==> src/design/hit_arbiter.sv <==
`timescale 1ns/1ps

module hit_arbiter
(
  input  logic       clk,
  input  logic       rst_n,
  input  logic [1:0] lane_req,
  input  logic       host_req,
  output logic [2:0] gnt
);

  localparam int unsigned N = 3;

  // Requests ordered lane 0, lane 1, host
  logic [N-1:0] req;
  // Requester that gets first look this cycle
  logic [1:0]   prio;
  logic [1:0]   gnt_idx;

  assign req = {host_req, lane_req};

  // Search from prio upward, wrapping after the host
  always_comb
  begin
    int unsigned idx;
    gnt     = '0;
    gnt_idx = prio;
    for (int i = 0; i < N; i++)
    begin
      idx = prio + i;
      if (idx >= N)
        idx = idx - N;
      if (req[idx] && (gnt == '0))
      begin
        gnt[idx] = 1'b1;
        gnt_idx  = 2'(idx);
      end
    end
  end

  // Rotate past the winner so everyone waits at most two grants
  always_ff @(posedge clk)
  begin
    if (!rst_n)
      prio <= '0;
    else if (gnt != '0)
      prio <= (gnt_idx == 2'(N - 1)) ? 2'd0 : gnt_idx + 2'd1;
  end

endmodule : hit_arbiter

==> config.mk <==
export PLATFORM = sky130hd
export DESIGN_NAME = hit_arbiter
export DESIGN_NICKNAME = d
export VERILOG_FILES = /design/src/design/hit_arbiter.sv
export SDC_FILE = /design/constraint.sdc
export NUM_CORES = 1
export LEC_CHECK = 0
export ABC_AREA = 1
export BUFFER_PORTS_ARGS = -buffer_cell sky130_fd_sc_hd__buf_2
export CORE_AREA = 2 2 39 41
export DETAILED_ROUTE_END_ITERATION = 16
export DIE_AREA = 0 0 41 43
export HOLD_SLACK_MARGIN = 0.1
export MAX_ROUTING_LAYER = met4
export PLACE_DENSITY = 0.59
export SETUP_SLACK_MARGIN = 0.5
export SYNTH_ARGS = -nofsm -noshare
export SYNTH_HDL_FRONTEND = slang
export SYNTH_SLANG_ARGS = --single-unit
==> constraint.sdc <==
create_clock -name clk -period 2.65 [get_ports clk]
set_clock_uncertainty 0.1 [all_clocks]
set_input_delay 0.265 -clock clk [delete_from_list [all_inputs] [get_ports clk]]
set_output_delay 0.265 -clock clk [all_outputs]
set_load 0.01 [all_outputs]
# Yosys cells after proc, flatten, opt, wreduce, memory -nomap -nowiden

Cells that the tools add are included.
Widths: inputs -> output; s select.

Output and inout bits: 3
Input port bits: 5
Flip-flop bits (word level): 2
Word-level logic and storage cells: 49

Equal/unequal tests: 1
$add $sub $neg: 6
Order comparisons: 9
Bitwise logic cells: 2
Multiplexer cells: 22
Reduce and logical (&&, ||, !) cells: 8

Operators with widths:

| operator            | count |
|---|---|
| $ge 32x1->1 const B | 3 |
| $lt 32x3->1 const B | 3 |
| $mux 32             | 3 |
| $mux 3              | 3 |
| $mux 2              | 4 |
| $sub 3x2->4 const B | 2 |
| $bmux 1 s2          | 3 |
| $demux 1 s2         | 3 |
| $ge 3x2->1 const B  | 2 |
| $logic_not 3->1     | 2 |
| $mux 1              | 6 |
| $or 3x3->3          | 2 |
| $logic_and 1x1->1   | 5 |
| $add 2x1->3 const B | 1 |
| $add 2x2->3 const B | 1 |
| $reduce_bool 3->1   | 1 |
| $sub 2x2->3 const B | 1 |
| $add 2x1->2 const B | 1 |
| $eq 2x2->1 const B  | 1 |
| $ge 2x2->1 const B  | 1 |

# Depth between registers and ports, before layout

Gate-level depths: netlist of run 1.

Word-level depth: 15
Gate-level depth with buffers: 16
Depth with buffers taken out: 16

# Worst setup path before layout of run 1

Ideal clock, no wire load.

Path kind: flip-flop to output port
Start point: register prio[0]
End point: output gnt[2]
Data arrival time: 1846 ps
Slack: 439 ps
Cell stages (with the launch flop): 12
Path through: dfxtp_1 > inv_1 > ha_1 > buf_6 > o21ai_1 > nand2_2 > nor2_8 > nand3_2 > nand3_2 > inv_2 > a31oi_1 > inv_1

Longest elaborated chain between the ends: 13

RTL lines:

| item                                                 | RTL line | RTL |
|---|---|---|
| start: declaration                                   | 17       | `logic [1:0] prio;` |
| start signal: assignment                             | 47       | `prio <= (gnt_idx == 2'(N - 1)) ? 2'd0 : gnt_idx + 2'd1;` |
| branches (longest 12 deep; another with $ge 32x1->1) | -        |  |
| $mux 3 *                                             | 33       | `if (req[idx] && (gnt == '0))` |
| end: declaration                                     | 9        | `output logic [2:0] gnt` |

Every way passes the cells marked *. The select of a mux whose other input is x is not followed.

# Final worst setup path of run 1

Start point: register prio[1]
End point: output gnt[0]

The elaborated chain is that of the path after synthesis.

==> results of run 1 <==
[timing repair]
action,CTS,global route
setup endpoints to repair,5,5
gates resized for setup,27,9
pin swaps,11,12
setup buffers,13,4
[synthesized netlist by cell type, types with 2 or more instances]
| library cell | count |
|---|---|
| a21oi_1 | 4 |
| nand4_1 | 2 |
| nand2_2 | 4 |
| inv_2 | 3 |
| o21ai_0 | 3 |
| nor2_1 | 5 |
| nor2_2 | 2 |
| ha_1 | 4 |
| nand3_1 | 8 |
| a31oi_1 | 2 |
| inv_1 | 12 |
| dfxtp_1 | 2 |
| nand3_2 | 6 |
| nand2_1 | 23 |
[per-stage QoR]
step	util (%)	cell area (µm²)	cells	setup WS, ns
finish	66.1	915	129	0.395
floorplan	-	542	86	0.517
CTS	60.2	833	125	0.371
detailed placement	42.9	593	109	0.293
global placement	42.9	593	109	0.317
global route	66.1	915	129	0.291
[worst min-delay path: cells and delay by family]
family / cells / cell delay, ns
and+or+nand+nor: 2 / 0.08
buffers and inverters: 1 / 0.10
[kinds of logic after synthesis]
kind of cell,Yosys count,synth area share [%]
flops,2,7.62
buf+inv,16,12.9
simple gates,52,54.5
compound gates,12,15.5
fa+ha+maj,4,9.52
[cell type report]
cell class,count,share of cell area (%)
inverter,15,6.43
clock buffer,3,2.46
sequential,2,5.20
timing repair buffer,25,21.8
tap,16,2.19
multi-input combinational,68,62.0
[per-layer routing]
layer  GRT usage, %  vias to the layer above
met3              0                       11
met2           34.7                       18
met4           12.7                        0
met5              -                        -
li1               -                      339
met1           27.1                      306
[how the worst min path moves through the flow]
stage / startpoint / endpoint / slack, ns
3_5_place_dp: rst_n / prio[0] / 0.40
5_1_grt: rst_n / prio[1] / 0.19
3_3_place_gp: rst_n / prio[0] / 0.40
6_report: rst_n / prio[1] / 0.17
4_1_cts: rst_n / prio[1] / 0.16
2_1_floorplan: rst_n / prio[0] / 0.28
==> summary.txt, run 1 <==
Status
  – Status: complete, no violations

Cells and area
  – Diodes inserted: 0
  – Share of cells above drive strength 1: 58.4%
  – Final nets: 124
  – Top Registers: prio: 2 flops
  – Biggest register: prio
  – Layout area overhead: 74.0%
  – FF/Latch Area: 47.5 µm²
  – Area of the multi-input gates: 567 µm²
  – Fill cell count: 110
  – Largest register FFs: 2
  – Commonest non-fill, non-tap cells in the layout: nand2_1, buf_4, inv_2, nand2_2, inv_1
  – Commonest non-fill, non-tap cell in the layout: nand2_1

Global route
  – First-pass GRT wire length: 2.66 mm
  – GRT Total Usage: 22.1%
  – Largest net degree at the start of global routing: 7
  – Vias in the first global route: 645
  – Initial antenna violation count: 0
  – Gr ovfl total: 0

Worst setup path
  – Critical-path maximum fanout: 5
  – Worst setup EP type: primary output
  – Reg2reg start: prio[0]
  – CP peak stage delay: 0.37 ns
  – Critical Path Source Type: flip-flop
  – Largest delay contributor family on the critical path: simple AND/OR/NAND/NOR gates
  – Critical path endpoint: gnt[0]
  – Worst R2R Path Depth: 16
  – Arrival @ worst endpoint: 1.89 ns
  – CP Cell Sequence: inv_2, ha_4, inv_2, nand2_2, nor2_4, nor2_8, nand4_1, nand2_2, nor2_4, nand3_2, nand2_2, buf_6
  – R2R Setup Slk: 0.44 ns
  – Slowest cell on the critical path: dfxtp_4
  – Crit path kind: flip-flop to primary output
  – Crit path required time: 2.29 ns
  – Critical path's most frequent cell: nand2_2
  – WP buf/inv: 3
  – Cell depth of the worst setup path: 12
  – Critical path origin: prio[1]
  – Worst r2r dst: prio[0]

Place
  – GP Congestion: 0.848
  – Post-DP HPWL: 953 µm
  – Port Buffers: 7

Floorplan
  – Std-Cell Rows: 14
  – Die area: 1760 µm²
  – Ports: 8
  – Core box area: 1380 µm²
  – Die Wd: 41 µm
  – Die H: 43 µm
  – Initial Utilization: 38.0%

Yosys
  – Post-Synthesis Net Count: 95
  – Largest cells by area after synthesis: nand2_1, nand3_2, ha_1
  – Mapped cell area: 526 µm²
  – Seq cells post-synth: 2
  – Avg Cell Area, Syn: 6.11 µm²
  – Seq/Total Area, Yosys: 7.62%
  – Yosys top cell by area: nand2_1
  – Synth Flop Type: dfxtp_1
  – Netlist cell types: 20
  – Yosys top cell area share: 16.4%
  – Number of flops mapped to enable cells by yosys: 0
  – Post-synth ARST share: 0%
  – Yosys warnings: 0
  – Syn Inst Count: 86

Detailed routing
  – Met3 Routed Length: 20 µm
  – DRT antenna net count: 0
  – Number of remaining DRC errors: 0
  – DRT iter0 DRCs: 7
  – Detailed-route via count: 674
  – Total wire length: 1.64 mm
  – DR WL/cell: 12.7 µm
  – Drt pass-1 iters: 4
  – Top layer in use: met4
  – Via-to-Cell Ratio: 5.22
  – M1 WL: 674 µm
  – Met2 WL: 871 µm

Clocking
  – Worst-case clock buffer depth: 2
  – Root Buffer Master: clkbuf_4
  – Hold-fix buffers at CTS: 0
  – Clock Sinks: 2
  – H-Tree Depth: 1
  – Num CTS Buffers: 3
  – Reg clk slew, reported paths: 0.03 ns
  – Worst-Skew Late Latency: 0.22 ns
  – CTS tree: yes

STA
  – F_max: 0.443 GHz
  – Setup Viol. Count Final: 0
  – Fin Setup TNS: 0 ns
  – Unrepaired setup endpoints after global routing: yes
  – Period utilization: 85.1%
  – Worst Max-Slew Pin Slew: 0.301 ns
  – Hold Vio Cnt, Final: 0
  – Minimum clock period: 2.26 ns
  – Final Max Slew Viols: 0
  – Worst Hold Slack: 0.171 ns
  – Slew margin rel.: 79.9%

Min path
  – Worst min path class: input port to flip-flop
  – Hold path cells: 3

Run
  – Maximum capacitance violations: 0
Power of run 1 is left out: the tool's default activity adds up to more than one toggle a clock period on the data nets, which glitch-free logic cannot reach.
==> run 2: changes to the inputs <==
==> constraint.sdc (replaced) <==
create_clock -name clk -period 2.65 [get_ports clk]
set_clock_uncertainty 0.1 [all_clocks]
set_input_delay 0.795 -clock clk [delete_from_list [all_inputs] [get_ports clk]]
set_output_delay 0.795 -clock clk [all_outputs]
set_load 0.01 [all_outputs]
==> summary.txt, run 2 (synthesized netlist as in run 1, its figures left out) <==
Status
  – Status: finished, violations left
  – Failing checks: setup timing

Worst setup path
  – Critical-path maximum fanout: 7
  – Critical Path Source Type: flip-flop
  – Crit path kind: flip-flop to primary output
  – Arrival @ worst endpoint: 1.83 ns
  – Worst setup EP type: primary output
  – Crit path required time: 1.76 ns

Floorplan
  – Std-Cell Rows: 14
  – Ports: 8
  – Die Wd: 41 µm
  – Initial Utilization: 38.0%
  – Die H: 43 µm
  – Die area: 1760 µm²
  – Core box area: 1380 µm²

Clocking
  – CTS tree: yes
  – Clock Sinks: 2
  – Worst-case clock buffer depth: 2
  – Num CTS Buffers: 3
  – Root Buffer Master: clkbuf_4
  – Hold-fix buffers at CTS: 0
  – H-Tree Depth: 1
  – Worst-Skew Late Latency: 0.22 ns
  – Reg clk slew, reported paths: 0.03 ns

Place
  – Post-DP HPWL: 1.11 mm
  – Port Buffers: 7
  – GP Congestion: 0.751
  – Cells after DPL: 121

Global route
  – GRT Total Usage: 19.4%
  – Vias in the first global route: 624
  – Gr ovfl total: 0
  – Initial antenna violation count: 0
  – Largest net degree at the start of global routing: 8
  – First-pass GRT wire length: 2.42 mm

Detailed routing
  – Detailed-route via count: 676
  – DRT iter0 DRCs: 7
  – Drt pass-1 iters: 4
  – Number of remaining DRC errors: 0
  – Via-to-Cell Ratio: 5.04
  – DR WL/cell: 11.1 µm
  – Total wire length: 1.49 mm
  – DRT antenna net count: 0

Cells and area
  – Final nets: 129
  – Commonest non-fill, non-tap cell in the layout: buf_4
  – Share of cells above drive strength 1: 64.4%
  – Largest register FFs: 2
  – Biggest register: prio
  – Layout area overhead: 93.8%
  – Top Registers: prio: 2 flops
  – Layout Utilization: 73.6%
  – Commonest non-fill, non-tap cells in the layout: buf_4, nand2_1, nand2_2
  – Diodes inserted: 0
  – Non-filler cells, final: 134

STA
  – Unrepaired setup endpoints after global routing: yes
  – Worst Max-Slew Pin Slew: 0.249 ns
  – Period utilization: 103%
  – Slew margin rel.: 83.4%
  – Final Max Slew Viols: 0
  – Minimum clock period: 2.73 ns
  – Hold Vio Cnt, Final: 0
  – F_max: 0.367 GHz
  – Setup ws final: -0.0757 ns
  – Setup Viol. Count Final: 3
  – Worst Hold Slack: 0.565 ns

Min path
  – Worst min path class: flip-flop to flip-flop

Run
  – Maximum capacitance violations: 0
==> run 2: cell count changes in the layout (fill, tap and decap cells not counted), moves of 2 or more <==
cell     delta
inv_1       -2
buf_4       +6
inv_4       +2
buf_6       +2
nand2_1     -2
buf_2       -3
==> run 2: stage by stage <==
| stage | setup slack [ns] | TNS [ns] | cell area [µm²] |
|---|---|---|---|
| after floorplan | 0.0589 | 0 | 666 |
| after global placement | -0.284 | -0.794 | 807 |
| after detailed placement | -0.306 | -0.852 | 807 |
| after CTS | -0.0801 | -0.231 | 988 |
| after global routing | -0.162 | -0.455 | 1020 |
| final | -0.0757 | -0.219 | 1020 |
==> run 2: layout make-up <==
cell class | count | area, µm²
well taps | 16 | 20.0
repair buffers | 30 | 251
multi-input cells | 68 | 603
inverters | 15 | 76.3
fillers | 115 | 365
clock buffers | 3 | 22.5
flip-flops and latches | 2 | 45.0
==> run 2: path summary, 6_finish.rpt <==
check                           startpoint      end  slack (ns)  cells past startpoint
worst min register to register     prio[1]  prio[1]        0.56                      4
worst max register to register     prio[0]  prio[1]        0.36                     18
worst min-delay path               prio[1]  prio[1]        0.56                      4
worst max-delay path               prio[0]   gnt[0]       -0.08                     13
==> run 2: timing repair <==
| item | in CTS | in global routing |
|---|---|---|
| gates resized for setup | 24 | 4 |
| endpoints found under the hold margin | 0 | 0 |
| cloned | 0 | 0 |
| setup buffers | 8 | 2 |
| pin swaps | 17 | 0 |
| endpoints found under the setup margin | 5 | 5 |
==> run 2: critical path: stages (launching register included) <==
cell and delay (ns):
dfxtp_2 0.34, inv_2 0.06, ha_4 0.32, inv_2 0.05
nand2_4 0.06, nand3_4 0.08, nand2_4 0.09, nor2_8 0.05
nand4_1 0.08, nand2_2 0.10, nor2_4 0.12, nand3_2 0.09
nand2_2 0.09, buf_6 0.10
==> run 2: layer usage <==
| layer | track usage (%) | up-vias | routed length [µm] |
|---|---|---|---|
| met1 | 24.2 | 316 | 653 |
| met4 | 2.00 | 0 | 19 |
| met5 | - | - | 0 |
| li1 | - | 352 | - |
| met3 | 1.57 | 2 | 11 |
| met2 | 33.4 | 6 | 803 |
Power of run 2 is left out for the same reason.
